### config.mk
export PLATFORM = sky130hd
export DESIGN_NAME = rv_core
export DESIGN_NICKNAME = d
export VERILOG_FILES = /design/src/hw/rv_pkg.sv /design/src/hw/ctrl_if.sv /design/src/hw/inst_decoder.sv /design/src/hw/imm_gen.sv /design/src/hw/exec_unit.sv /design/src/hw/reg_file.sv /design/src/hw/csr_unit.sv /design/src/hw/lsu.sv /design/src/hw/rv_core.sv
export VERILOG_INCLUDE_DIRS = /design/src /design/src/hw
export SDC_FILE = /design/constraint.sdc
export NUM_CORES = 2
export LEC_CHECK = 0
export BUFFER_PORTS_ARGS = -buffer_cell sky130_fd_sc_hd__buf_2
export CORE_ASPECT_RATIO = 1.1
export CORE_MARGIN = 2
export CORE_UTILIZATION = 55
export DETAILED_ROUTE_END_ITERATION = 10
export GPL_TIMING_DRIVEN = 0
export PLACE_DENSITY = 0.72
export SYNTH_ARGS = -nofsm -noshare
export SYNTH_HDL_FRONTEND = slang
export SYNTH_SLANG_ARGS = --single-unit
### constraint.sdc
create_clock -name clk -period 29.8 [get_ports clk]
set_input_delay 5.96 -clock clk [delete_from_list [all_inputs] [get_ports clk]]
set_output_delay 5.96 -clock clk [all_outputs]
set_load 0.02 [all_outputs]
### src/hw/rv_defs.svh
`ifndef RV_DEFS_SVH
`define RV_DEFS_SVH

// datapath and address width
`define XLEN 32

// first fetch address after reset
`define RESET_VEC 32'h0000_0000

// architectural integer registers, x0 included
`define REG_NUM 32

`endif

### src/hw/rv_pkg.sv
package rv_pkg;

    typedef enum logic [6:0] {
        OPC_OP     = 7'b0110011,
        OPC_OP_IMM = 7'b0010011,
        OPC_LOAD   = 7'b0000011,
        OPC_STORE  = 7'b0100011,
        OPC_BRANCH = 7'b1100011,
        OPC_JAL    = 7'b1101111,
        OPC_JALR   = 7'b1100111,
        OPC_LUI    = 7'b0110111,
        OPC_AUIPC  = 7'b0010111,
        OPC_SYSTEM = 7'b1110011
    } opcode_e;

    typedef enum logic [3:0] {
        ALU_ADD,
        ALU_SUB,
        ALU_SLL,
        ALU_SLT,
        ALU_SLTU,
        ALU_XOR,
        ALU_SRL,
        ALU_SRA,
        ALU_OR,
        ALU_AND,
        ALU_PASS_B  // lui
    } alu_op_e;

    typedef enum logic [2:0] {
        BR_NONE,
        BR_EQ,
        BR_NE,
        BR_LT,
        BR_GE,
        BR_LTU,
        BR_GEU
    } br_type_e;

    typedef enum logic [2:0] {
        WB_NONE,
        WB_ALU,
        WB_PC4,   // link address of jal/jalr
        WB_LOAD,
        WB_CSR
    } wb_sel_e;

    typedef enum logic {
        A_PC,
        A_RS1
    } a_sel_e;

    typedef enum logic [1:0] {
        B_RS2,
        B_IMM,
        B_ZERO
    } b_sel_e;

    // encoding matches funct3[1:0] of the csr instructions
    typedef enum logic [1:0] {
        CSR_NONE,
        CSR_WRITE,
        CSR_SET,
        CSR_CLEAR
    } csr_op_e;

    typedef enum logic [11:0] {
        CSR_MSTATUS = 12'h300,
        CSR_MTVEC   = 12'h305,
        CSR_MEPC    = 12'h341,
        CSR_MCAUSE  = 12'h342
    } csr_addr_e;

endpackage

### src/hw/ctrl_if.sv
`timescale 1ns/1ps

interface ctrl_if import rv_pkg::*; ();

    alu_op_e    alu_op;        // alu function
    a_sel_e     a_sel;         // operand a source
    b_sel_e     b_sel;         // operand b source
    br_type_e   br_type;       // branch compare kind
    logic       mem_rd;        // load
    logic       mem_wr;        // store
    logic [1:0] mem_size;      // 0 byte, 1 half, 2 word
    logic       mem_unsigned;  // lbu/lhu
    csr_op_e    csr_op;
    logic       csr_use_imm;   // csrr*i forms
    logic       is_ecall;
    logic       is_mret;
    logic       rf_we;         // rd write, gated by run in the top
    wb_sel_e    wb_sel;
    logic       is_jal;
    logic       is_jalr;

    modport drv  (output alu_op, a_sel, b_sel, br_type, mem_rd, mem_wr, mem_size,
                  mem_unsigned, csr_op, csr_use_imm, is_ecall, is_mret, rf_we,
                  wb_sel, is_jal, is_jalr);
    modport exe  (input alu_op, a_sel, b_sel, br_type);
    modport mem  (input mem_rd, mem_wr, mem_size, mem_unsigned);
    modport csr  (input csr_op, csr_use_imm, is_ecall, is_mret);
    modport core (input rf_we, wb_sel, is_jal, is_jalr, is_ecall, is_mret);

endinterface

### src/hw/inst_decoder.sv
`timescale 1ns/1ps
`include "rv_defs.svh"

module inst_decoder import rv_pkg::*;
(
    input  logic [`XLEN-1:0] inst,
    ctrl_if.drv              ctrl
);

    opcode_e    opcode;
    logic [2:0] funct3;
    logic       alt;     // inst[30], sub/sra select

    assign opcode = opcode_e'(inst[6:0]);
    assign funct3 = inst[14:12];
    assign alt    = inst[30];

    // funct3 to alu function, shared by OP and OP_IMM
    function automatic alu_op_e alu_fn(input logic [2:0] f3, input logic sub_sra);
        case (f3)
            3'b000:  alu_fn = sub_sra ? ALU_SUB : ALU_ADD;
            3'b001:  alu_fn = ALU_SLL;
            3'b010:  alu_fn = ALU_SLT;
            3'b011:  alu_fn = ALU_SLTU;
            3'b100:  alu_fn = ALU_XOR;
            3'b101:  alu_fn = sub_sra ? ALU_SRA : ALU_SRL;
            3'b110:  alu_fn = ALU_OR;
            default: alu_fn = ALU_AND;
        endcase
    endfunction

    always_comb
    begin
        ctrl.alu_op       = ALU_ADD;   // inactive bundle, retires as nop
        ctrl.a_sel        = A_RS1;
        ctrl.b_sel        = B_ZERO;
        ctrl.br_type      = BR_NONE;
        ctrl.mem_rd       = 1'b0;
        ctrl.mem_wr       = 1'b0;
        ctrl.mem_size     = funct3[1:0];
        ctrl.mem_unsigned = funct3[2];
        ctrl.csr_op       = CSR_NONE;
        ctrl.csr_use_imm  = funct3[2];
        ctrl.is_ecall     = 1'b0;
        ctrl.is_mret      = 1'b0;
        ctrl.rf_we        = 1'b0;
        ctrl.wb_sel       = WB_NONE;
        ctrl.is_jal       = 1'b0;
        ctrl.is_jalr      = 1'b0;
        case (opcode)
            OPC_OP:
            begin
                ctrl.alu_op = alu_fn(funct3, alt);
                ctrl.b_sel  = B_RS2;
                ctrl.rf_we  = 1'b1;
                ctrl.wb_sel = WB_ALU;
            end
            OPC_OP_IMM:
            begin
                ctrl.alu_op = alu_fn(funct3, alt && funct3 == 3'b101);  // addi has no sub
                ctrl.b_sel  = B_IMM;
                ctrl.rf_we  = 1'b1;
                ctrl.wb_sel = WB_ALU;
            end
            OPC_LOAD:
            begin
                ctrl.b_sel  = B_IMM;    // rs1 + offset
                ctrl.mem_rd = 1'b1;
                ctrl.rf_we  = 1'b1;
                ctrl.wb_sel = WB_LOAD;
            end
            OPC_STORE:
            begin
                ctrl.b_sel  = B_IMM;
                ctrl.mem_wr = 1'b1;
            end
            OPC_BRANCH:
            begin
                ctrl.a_sel = A_PC;      // alu forms the target
                ctrl.b_sel = B_IMM;
                case (funct3)
                    3'b000:  ctrl.br_type = BR_EQ;
                    3'b001:  ctrl.br_type = BR_NE;
                    3'b100:  ctrl.br_type = BR_LT;
                    3'b101:  ctrl.br_type = BR_GE;
                    3'b110:  ctrl.br_type = BR_LTU;
                    3'b111:  ctrl.br_type = BR_GEU;
                    default: ctrl.br_type = BR_NONE;
                endcase
            end
            OPC_JAL, OPC_JALR:
            begin
                ctrl.a_sel   = (opcode == OPC_JAL) ? A_PC : A_RS1;
                ctrl.b_sel   = B_IMM;
                ctrl.rf_we   = 1'b1;
                ctrl.wb_sel  = WB_PC4;
                ctrl.is_jal  = (opcode == OPC_JAL);
                ctrl.is_jalr = (opcode == OPC_JALR);
            end
            OPC_LUI, OPC_AUIPC:
            begin
                ctrl.alu_op = (opcode == OPC_LUI) ? ALU_PASS_B : ALU_ADD;
                ctrl.a_sel  = A_PC;
                ctrl.b_sel  = B_IMM;
                ctrl.rf_we  = 1'b1;
                ctrl.wb_sel = WB_ALU;
            end
            OPC_SYSTEM:
            begin
                if (funct3 == 3'b000)
                begin
                    ctrl.is_ecall = (inst[31:20] == 12'h000);
                    ctrl.is_mret  = (inst[31:20] == 12'h302);
                end
                else
                begin
                    ctrl.csr_op = csr_op_e'(funct3[1:0]);
                    ctrl.rf_we  = 1'b1;      // rd gets the old csr value
                    ctrl.wb_sel = WB_CSR;
                end
            end
            default:
            begin
                ctrl.rf_we = 1'b0;  // unknown opcode
            end
        endcase
    end

endmodule

### src/hw/imm_gen.sv
`timescale 1ns/1ps
`include "rv_defs.svh"

module imm_gen import rv_pkg::*;
(
    input  logic [`XLEN-1:0] inst,
    output logic [`XLEN-1:0] imm
);

    opcode_e opcode;

    assign opcode = opcode_e'(inst[6:0]);

    always_comb
    begin
        case (opcode)
            OPC_STORE:               // s-type
                imm = {{20{inst[31]}}, inst[31:25], inst[11:7]};
            OPC_BRANCH:              // b-type, bit 0 always zero
                imm = {{19{inst[31]}}, inst[31], inst[7], inst[30:25], inst[11:8], 1'b0};
            OPC_LUI, OPC_AUIPC:      // u-type fills upper 20 bits
                imm = {inst[31:12], 12'b0};
            OPC_JAL:                 // j-type
                imm = {{11{inst[31]}}, inst[31], inst[19:12], inst[20], inst[30:21], 1'b0};
            default:                 // i-type
                imm = {{20{inst[31]}}, inst[31:20]};
        endcase
    end

endmodule

### src/hw/exec_unit.sv
`timescale 1ns/1ps
`include "rv_defs.svh"

module exec_unit import rv_pkg::*;
(
    ctrl_if.exe              ctrl,
    input  logic [`XLEN-1:0] pc,
    input  logic [`XLEN-1:0] rs1_data,
    input  logic [`XLEN-1:0] rs2_data,
    input  logic [`XLEN-1:0] imm,
    output logic [`XLEN-1:0] alu_out,
    output logic             br_taken
);

    logic [`XLEN-1:0] op_a;
    logic [`XLEN-1:0] op_b;
    logic [4:0]       shamt;

    assign op_a  = (ctrl.a_sel == A_PC) ? pc : rs1_data;
    assign shamt = op_b[4:0];   // rv32 shifts use 5 bits

    always_comb
    begin
        case (ctrl.b_sel)
            B_RS2:   op_b = rs2_data;
            B_IMM:   op_b = imm;
            default: op_b = '0;
        endcase
    end

    always_comb
    begin
        case (ctrl.alu_op)
            ALU_ADD:    alu_out = op_a + op_b;
            ALU_SUB:    alu_out = op_a - op_b;
            ALU_SLL:    alu_out = op_a << shamt;
            ALU_SLT:    alu_out = {31'b0, $signed(op_a) < $signed(op_b)};
            ALU_SLTU:   alu_out = {31'b0, op_a < op_b};
            ALU_XOR:    alu_out = op_a ^ op_b;
            ALU_SRL:    alu_out = op_a >> shamt;
            ALU_SRA:    alu_out = $unsigned($signed(op_a) >>> shamt);
            ALU_OR:     alu_out = op_a | op_b;
            ALU_AND:    alu_out = op_a & op_b;
            ALU_PASS_B: alu_out = op_b;
            default:    alu_out = '0;
        endcase
    end

    // branch compare always on rs1/rs2, independent of the alu operands
    always_comb
    begin
        case (ctrl.br_type)
            BR_EQ:   br_taken = (rs1_data == rs2_data);
            BR_NE:   br_taken = (rs1_data != rs2_data);
            BR_LT:   br_taken = ($signed(rs1_data) < $signed(rs2_data));
            BR_GE:   br_taken = ($signed(rs1_data) >= $signed(rs2_data));
            BR_LTU:  br_taken = (rs1_data < rs2_data);
            BR_GEU:  br_taken = (rs1_data >= rs2_data);
            default: br_taken = 1'b0;
        endcase
    end

endmodule

### src/hw/reg_file.sv
`timescale 1ns/1ps
`include "rv_defs.svh"

module reg_file
(
    input  logic                         clk,
    input  logic                         arst_n,
    input  logic [$clog2(`REG_NUM)-1:0] rs1_addr,
    input  logic [$clog2(`REG_NUM)-1:0] rs2_addr,
    input  logic [$clog2(`REG_NUM)-1:0] rd_addr,
    input  logic                         rd_we,
    input  logic [`XLEN-1:0]            rd_data,
    output logic [`XLEN-1:0]            rs1_data,
    output logic [`XLEN-1:0]            rs2_data
);

    logic [`XLEN-1:0] regs [1:`REG_NUM-1];  // no storage for x0

    always_ff @(posedge clk or negedge arst_n)
    begin
        if (!arst_n)
        begin
            for (int i = 1; i < `REG_NUM; i++)
                regs[i] <= '0;
        end
        else if (rd_we && rd_addr != '0)   // x0 writes dropped
        begin
            regs[rd_addr] <= rd_data;
        end
    end

    // combinational read, new value shows next cycle
    assign rs1_data = (rs1_addr == '0) ? '0 : regs[rs1_addr];
    assign rs2_data = (rs2_addr == '0) ? '0 : regs[rs2_addr];

endmodule

### src/hw/csr_unit.sv
`timescale 1ns/1ps
`include "rv_defs.svh"

module csr_unit import rv_pkg::*;
(
    input  logic             clk,
    input  logic             arst_n,
    ctrl_if.csr              ctrl,
    input  logic             run,
    input  logic [11:0]      csr_addr,
    input  logic [`XLEN-1:0] rs1_data,
    input  logic [4:0]       zimm,       // rs1 field of csrr*i
    input  logic [`XLEN-1:0] pc,
    output logic [`XLEN-1:0] csr_rdata,
    output logic [`XLEN-1:0] trap_vec,
    output logic [`XLEN-1:0] ret_pc
);

    logic [`XLEN-1:0] mstatus;
    logic [`XLEN-1:0] mtvec;
    logic [`XLEN-1:0] mepc;
    logic [`XLEN-1:0] mcause;
    logic [`XLEN-1:0] wr_src;
    logic [`XLEN-1:0] wr_val;

    assign wr_src = ctrl.csr_use_imm ? {{(`XLEN-5){1'b0}}, zimm} : rs1_data;

    always_comb
    begin
        case (csr_addr_e'(csr_addr))
            CSR_MSTATUS: csr_rdata = mstatus;
            CSR_MTVEC:   csr_rdata = mtvec;
            CSR_MEPC:    csr_rdata = mepc;
            CSR_MCAUSE:  csr_rdata = mcause;
            default:     csr_rdata = '0;   // unimplemented reads zero
        endcase
    end

    always_comb
    begin
        case (ctrl.csr_op)
            CSR_WRITE: wr_val = wr_src;
            CSR_SET:   wr_val = csr_rdata | wr_src;
            CSR_CLEAR: wr_val = csr_rdata & ~wr_src;
            default:   wr_val = csr_rdata;
        endcase
    end

    always_ff @(posedge clk or negedge arst_n)
    begin
        if (!arst_n)
        begin
            mstatus <= 32'h0000_1800;   // mpp = machine
            mtvec   <= '0;
            mepc    <= '0;
            mcause  <= '0;
        end
        else if (run)
        begin
            if (ctrl.is_ecall)
            begin
                mepc       <= pc;
                mcause     <= 32'd11;        // ecall from m-mode
                mstatus[7] <= mstatus[3];    // mpie <= mie
                mstatus[3] <= 1'b0;
            end
            else if (ctrl.is_mret)
            begin
                mstatus[3] <= mstatus[7];    // mie <= mpie
                mstatus[7] <= 1'b1;
            end
            else if (ctrl.csr_op != CSR_NONE)
            begin
                case (csr_addr_e'(csr_addr))
                    CSR_MSTATUS: mstatus <= wr_val;
                    CSR_MTVEC:   mtvec   <= wr_val;
                    CSR_MEPC:    mepc    <= {wr_val[`XLEN-1:2], 2'b00};
                    CSR_MCAUSE:  mcause  <= wr_val;
                    default:     mcause  <= mcause;
                endcase
            end
        end
    end

    assign trap_vec = {mtvec[`XLEN-1:2], 2'b00};  // direct mode only
    assign ret_pc   = mepc;

endmodule

### src/hw/lsu.sv
`timescale 1ns/1ps
`include "rv_defs.svh"

module lsu
(
    ctrl_if.mem              ctrl,
    input  logic             run,
    input  logic [`XLEN-1:0] addr,
    input  logic [`XLEN-1:0] store_data,
    input  logic [`XLEN-1:0] dmem_rdata,
    output logic [`XLEN-1:0] dmem_addr,
    output logic [`XLEN-1:0] dmem_wdata,
    output logic [3:0]       dmem_wstrb,
    output logic             dmem_we,
    output logic [`XLEN-1:0] load_data
);

    logic [1:0]  ofs;       // byte offset in word
    logic [7:0]  ld_byte;
    logic [15:0] ld_half;

    assign ofs       = addr[1:0];
    assign dmem_addr = {addr[`XLEN-1:2], 2'b00};
    assign dmem_we   = run & ctrl.mem_wr;

    always_comb
    begin
        case (ctrl.mem_size)
            2'b00:
            begin
                dmem_wdata = {4{store_data[7:0]}};     // byte on every lane
                dmem_wstrb = 4'b0001 << ofs;
            end
            2'b01:
            begin
                dmem_wdata = {2{store_data[15:0]}};
                dmem_wstrb = 4'b0011 << {ofs[1], 1'b0};
            end
            default:
            begin
                dmem_wdata = store_data;
                dmem_wstrb = 4'b1111;
            end
        endcase
        if (!ctrl.mem_wr)
            dmem_wstrb = 4'b0000;
    end

    assign ld_byte = dmem_rdata[{ofs, 3'b000} +: 8];
    assign ld_half = dmem_rdata[{ofs[1], 4'b0000} +: 16];

    always_comb
    begin
        if (!ctrl.mem_rd)
            load_data = '0;
        else if (ctrl.mem_size == 2'b00)
            load_data = {{24{~ctrl.mem_unsigned & ld_byte[7]}}, ld_byte};
        else if (ctrl.mem_size == 2'b01)
            load_data = {{16{~ctrl.mem_unsigned & ld_half[15]}}, ld_half};
        else
            load_data = dmem_rdata;
    end

endmodule

### src/hw/rv_core.sv
`timescale 1ns/1ps
`include "rv_defs.svh"

module rv_core import rv_pkg::*;
(
    input  logic             clk,
    input  logic             arst_n,
    output logic [`XLEN-1:0] imem_addr,
    input  logic [`XLEN-1:0] imem_data,
    output logic [`XLEN-1:0] dmem_addr,
    input  logic [`XLEN-1:0] dmem_rdata,
    output logic [`XLEN-1:0] dmem_wdata,
    output logic [3:0]       dmem_wstrb,
    output logic             dmem_we
);

    logic [`XLEN-1:0] pc;
    logic [`XLEN-1:0] pc_next;
    logic [`XLEN-1:0] pc_plus4;
    logic [`XLEN-1:0] imm;
    logic [`XLEN-1:0] rs1_data;
    logic [`XLEN-1:0] rs2_data;
    logic [`XLEN-1:0] alu_out;
    logic [`XLEN-1:0] load_data;
    logic [`XLEN-1:0] csr_rdata;
    logic [`XLEN-1:0] trap_vec;
    logic [`XLEN-1:0] ret_pc;
    logic [`XLEN-1:0] wb_data;
    logic             run;        // clear for one cycle after reset release
    logic             br_taken;

    ctrl_if ctrl ();

    inst_decoder u_dec (.inst(imem_data), .ctrl(ctrl.drv));
    imm_gen      u_imm (.inst(imem_data), .imm(imm));

    reg_file u_rf (
        .clk      (clk),
        .arst_n   (arst_n),
        .rs1_addr (imem_data[19:15]),
        .rs2_addr (imem_data[24:20]),
        .rd_addr  (imem_data[11:7]),
        .rd_we    (ctrl.rf_we & run),
        .rd_data  (wb_data),
        .rs1_data (rs1_data),
        .rs2_data (rs2_data)
    );

    exec_unit u_exe (
        .ctrl     (ctrl.exe),
        .pc       (pc),
        .rs1_data (rs1_data),
        .rs2_data (rs2_data),
        .imm      (imm),
        .alu_out  (alu_out),
        .br_taken (br_taken)
    );

    lsu u_lsu (
        .ctrl       (ctrl.mem),
        .run        (run),
        .addr       (alu_out),      // rs1 + offset
        .store_data (rs2_data),
        .dmem_rdata (dmem_rdata),
        .dmem_addr  (dmem_addr),
        .dmem_wdata (dmem_wdata),
        .dmem_wstrb (dmem_wstrb),
        .dmem_we    (dmem_we),
        .load_data  (load_data)
    );

    csr_unit u_csr (
        .clk       (clk),
        .arst_n    (arst_n),
        .ctrl      (ctrl.csr),
        .run       (run),
        .csr_addr  (imem_data[31:20]),
        .rs1_data  (rs1_data),
        .zimm      (imem_data[19:15]),
        .pc        (pc),
        .csr_rdata (csr_rdata),
        .trap_vec  (trap_vec),
        .ret_pc    (ret_pc)
    );

    assign imem_addr = pc;
    assign pc_plus4  = pc + 32'd4;

    // trap first, then return, then jumps and taken branches
    always_comb
    begin
        if (ctrl.is_ecall)
            pc_next = trap_vec;
        else if (ctrl.is_mret)
            pc_next = ret_pc;
        else if (ctrl.is_jalr)
            pc_next = {alu_out[`XLEN-1:1], 1'b0};   // low bit cleared
        else if (ctrl.is_jal || br_taken)
            pc_next = alu_out;
        else
            pc_next = pc_plus4;
    end

    always_comb
    begin
        case (ctrl.wb_sel)
            WB_ALU:  wb_data = alu_out;
            WB_PC4:  wb_data = pc_plus4;
            WB_LOAD: wb_data = load_data;
            WB_CSR:  wb_data = csr_rdata;   // old csr value
            default: wb_data = '0;
        endcase
    end

    always_ff @(posedge clk or negedge arst_n)
    begin
        if (!arst_n)
        begin
            pc  <= `RESET_VEC;
            run <= 1'b0;
        end
        else
        begin
            run <= 1'b1;
            if (run)
                pc <= pc_next;   // one retire per edge
        end
    end

endmodule

==> qor.txt, run 1 <==
run status = aborted with a tool error
Most used DFF post-synth = dfrtp_1
Synth warnings = 0
Clock Tree Root = clkbuf_16
CTS H-tree depth = 3
grt ovf = 16
syn avg cell area = 9.57 um2
maximum clock insertion buffer count = 3
post-CTS setup buffers = 0
I/O pins = 167
Post-CTS Resized = 0
Distinct cells, synth = 122
vias in the first global route = 90200
largest net degree at the start of global routing = 167
Die Wd = 360 um
global-route wire length before repair = 765000 um
clk sink count = 1153
top cell type's share of synthesized area = 37.5%
sequential area share after synthesis = 37.5%
Synth Instances = 8026
I/O Buffers = 158
Tot GR Track Use = 76.4%
Exit stage = 5_1_grt
Initial Util = 55.5%
GPL Wtd Cong = 1.24
Die Height = 396 um
Post-synth EDFFs = 0
Post-CTS Hold Fix Bufs = 0
Detailed Place HPWL = 364000 um
Synth Register Bits = 1153
Post-synth ARST share = 100%
Synth area leader = dfrtp_1
synthesized area = 0.0768 mm2
Cells after DPL = 10000
top cells by area, synth = dfrtp_1 37%, mux4_2 9.6%, mux2i_1 6.1%
Run Error = [ERROR GRT-0116] Global routing finished with congestion. Check the congestion regions in the DRC Viewer.
cts bufs inserted = 118
# rows = 143
synth_stat cells (all sizes together) (48+ instances only):
cell type,n
a211oi,111
a21o,48
a21oi,648
a221oi,52
a22oi,139
a31oi,212
buf,345
clkbuf,414
dfrtp,1151
ha,130
inv,171
mux2,394
mux2i,469
mux4,326
nand2,719
nand3,135
nor2,890
nor3,120
o211ai,115
o21ai,479
o22ai,127
stage by stage:
step | setup TNS [ps] | hold WS (ps) | instance area [um2] | setup WS (ps) | utilization [%]
CTS | 0 | 484 | 85000 | 4630 | 61.4
detailed placement | 0 | 470 | 80600 | 4670 | 58.2
global placement | -2065900 | 463 | 79900 | -2150 | 57.7
floorplan | 0 | 450 | 76900 | 11240 | -
per-layer routing:
metal | GRT usage (%) | overflow
met1 | 75.6 | 0
met5 | 31.9 | 0
met3 | 62.2 | 1
met2 | 92.9 | 8
met4 | 76.1 | 7
cell families after synthesis:
family | count (synthesis) | share of synthesized area [%]
simple gates | 2182 | 12.5
mux | 1189 | 21.4
other cells | 2 | 0.00977
compound gates | 2381 | 20.1
flops | 1153 | 37.5
buf+inv | 933 | 5.66
xor+xnor | 54 | 0.615
fa+ha+maj | 132 | 2.17
==> inputs of run 2 (changes only) <==
--- a/config.mk
+++ b/config.mk
@@ -7,12 +7,11 @@
 export NUM_CORES = 2
 export LEC_CHECK = 0
 export BUFFER_PORTS_ARGS = -buffer_cell sky130_fd_sc_hd__buf_2
-export CORE_ASPECT_RATIO = 1.1
 export CORE_MARGIN = 2
-export CORE_UTILIZATION = 55
+export CORE_UTILIZATION = 40
 export DETAILED_ROUTE_END_ITERATION = 10
 export GPL_TIMING_DRIVEN = 0
-export PLACE_DENSITY = 0.72
+export PLACE_DENSITY_LB_ADDON = 0.15
 export SYNTH_ARGS = -nofsm -noshare
 export SYNTH_HDL_FRONTEND = slang
 export SYNTH_SLANG_ARGS = --single-unit
==> qor.txt, run 2 <==
maximum clock insertion buffer count = 3 (unchanged)
LEAKAGE = 37.7 nW
CP Class = input pin to output pin
Synth area leader = dfrtp_1
Setup TNS = 0 ps
Crit path arrival time = 20560 ps
top cells by area, synth = dfrtp_1 37%, mux4_2 9.6%, mux2i_1 6.1%
initial antenna violation count = 59
Post-synth ARST share = 100% (unchanged)
CTS tree = yes
Worst-path clk slew = 60 ps
Vias/cell = 7.30
Die Wd = 442 um (+23%)
global-route wire length before repair = 692000 um
post-CTS setup buffers = 0 (unchanged)
Least-Margin Pin Slew = 1690 ps
fin nets = 8579
vias in the first global route = 75400
Final min period = 26520 ps
I/O pins = 167 (unchanged)
met1 Use GR = 57.6%
Synth Register Bits = 1153 (unchanged)
failing checks = DRC, capacitance limit, slew limit
Hold Fails Final Rpt = 0
grt ovf = 0
area grow syn2layout = 12.9%
Vias = 80600
DR pass1 iterations = 11
max_cap viols = 30
max frequency = 37.7 MHz
Initial Util = 40.3% (-15 points)
syn avg cell area = 9.57 um2 (unchanged)
worst path required time = 23840 ps
Detailed Place HPWL = 394000 um (+8.1%)
top cells by instance count after synthesis = 1151 x dfrtp_1, 888 x nor2_1, 717 x nand2_1
pre-CTS setup slack = 4740 ps (+72.3 ps)
crit path launch type = input pin
Worst-Skew Late Latency = 850 ps
Power per Cell Area = 52.1 mW/mm2
Worst Hold Class = flop to flop
Crit path largest cell delay = 1240 ps
post-route ant nets = 0
GPL Wtd Cong = 1.07 (-14%)
final setup fails = 0
CP max FO = 10
Post-synth EDFFs = 0 (unchanged)
drt drc = 3
top cell type's share of synthesized area = 37.5% (unchanged)
final core utilization = 45.5%
synthesized area = 0.0768 mm2 (unchanged)
CTS H-tree depth = 4 (+1)
max reg flops = 992
Reg with most FFs = u_rf.regs
RSZ-0062 raised after global routing = false
DRT Wirelength = 523000 um
Worst Setup End Kind = output pin
clock skew = 97.9 ps
Crit-path slowest cell = clkbuf_1
commonest non-fill, non-tap cell in the layout = dfrtp_1
Synth Instances = 8026 (unchanged)
1st-iter DRT viols = 13200
most frequent cells in the layout = 1151 x dfrtp_1, 887 x nor2_1, 717 x nand2_1
grt met3 use = 19.1%
largest net degree at the start of global routing = 172
# rows = 160 (+12%)
sequential area share after synthesis = 37.5% (unchanged)
Pins Over Slew Limit = 209
layout cell share with drive strength beyond 1 = 18.9%
area of the core = 0.191 mm2
post-DR wirelength/cell = 47.3 um
Most used DFF post-synth = dfrtp_1
Die Height = 442 um (+12%)
Post-CTS Hold Fix Bufs = 0 (unchanged)
Tot GR Track Use = 52.2%
GR Util met2 = 75.7%
cts bufs inserted = 138 (+17%)
Synth warnings = 0 (unchanged)
crit-path most repeated cell = buf_2
Setup WS post-layout = 3280 ps
run status = complete, but fails checks
Clock Tree Root = clkbuf_16
maximum VDD drop = 0.0505 mV
hold slack = 487 ps
Die ar. = 0.196 mm2
clk sink count = 1153 (unchanged)
Post-CTS Resized = 0 (unchanged)
Slew headroom = -13.0%
busiest grt layer = met2
I/O Buffers = 158 (unchanged)
most numerous cell in the Yosys netlist = dfrtp_1
Distinct cells, synth = 122 (unchanged)
final period utilization = 89.0%
==> run 2: cell counts after synthesis <==
No cell type changed its count.
==> run 2: per-layer routing <==
| layer | up-vias | share of wire [%] |
|---|---|---|
| met3 | 2417 | 12 |
| met5 | - | 0.018 |
| met1 | 40400 | 33 |
| met4 | 14 | 13 |
| li1 | 30600 | - |
| met2 | 7183 | 42 |
==> run 2: power breakdown <==
group          leakage [nW]  internal (mW)  switching [mW]  total, mW
registers              15.9           1.62          0.0830       1.70
clock network          2.33           1.04           0.791       1.83
logic                  19.5          0.268           0.722      0.990
total                  37.7           2.93            1.60       4.52
==> run 2: metrics by stage <==
stage | total power [mW] | instance area [um2] | instances
2_1_floorplan | 2.16 | 76900 | 8027
3_3_place_gp | 2.63 | 80800 | 10700
3_5_place_dp | 2.65 | 81700 | 10700
4_1_cts | 4.44 | 86500 | 11000
5_1_grt | 4.58 | 86700 | 11000
6_report | 4.52 | 86800 | 11100
==> run 2: logic make-up after synthesis <==
group	count (synthesis)	synth area share (%)
AOI/OAI and AO/OA	2381	20.1
and+or+nand+nor	2182	12.5
muxes	1189	21.4
DFF	1153	37.5
buffers and inverters	933	5.66
adders and majority gates	132	2.17
xor gates and xnor gates	54	0.615
other	2	0.00977
==> run 2: worst paths after layout <==
check	from	to	slack [ps]	depth (start not counted)
hold / removal	u_csr.mstatus[14]	u_csr.mstatus[14]	490	2
setup / recovery	imem_data[21]	dmem_wstrb[1]	3280	28
setup reg to reg	u_rf.regs[196]	u_rf.regs[540]	18530	24
hold reg to reg	u_csr.mstatus[14]	u_csr.mstatus[14]	490	2
max in group asynchronous	arst_n	u_rf.regs[162]	21940	4
min in group asynchronous	arst_n	u_rf.regs[112]	5070	1
==> run 2: worst max-delay path, delay by kind of cell <==
family                     cells  cell delay (ps)
buffers and inverters         15             8980
AOI/OAI and AO/OA              7             3550
and+or+nand+nor                4             1250
muxes                          1              440
adders and majority gates      1              200
==> run 2: final cells by class <==
cell class,count,area (um2)
diodes,52,130
clock inverters,49,822
fillers,18600,104000
inverters,174,653
flip-flops and latches,1153,28900
multi-input cells,5941,43900
repair buffers,214,1570
well taps,2511,3140
clock buffers,198,3960
plain buffers,759,3720
No activity file was read; power rests on OpenSTA's default activity.
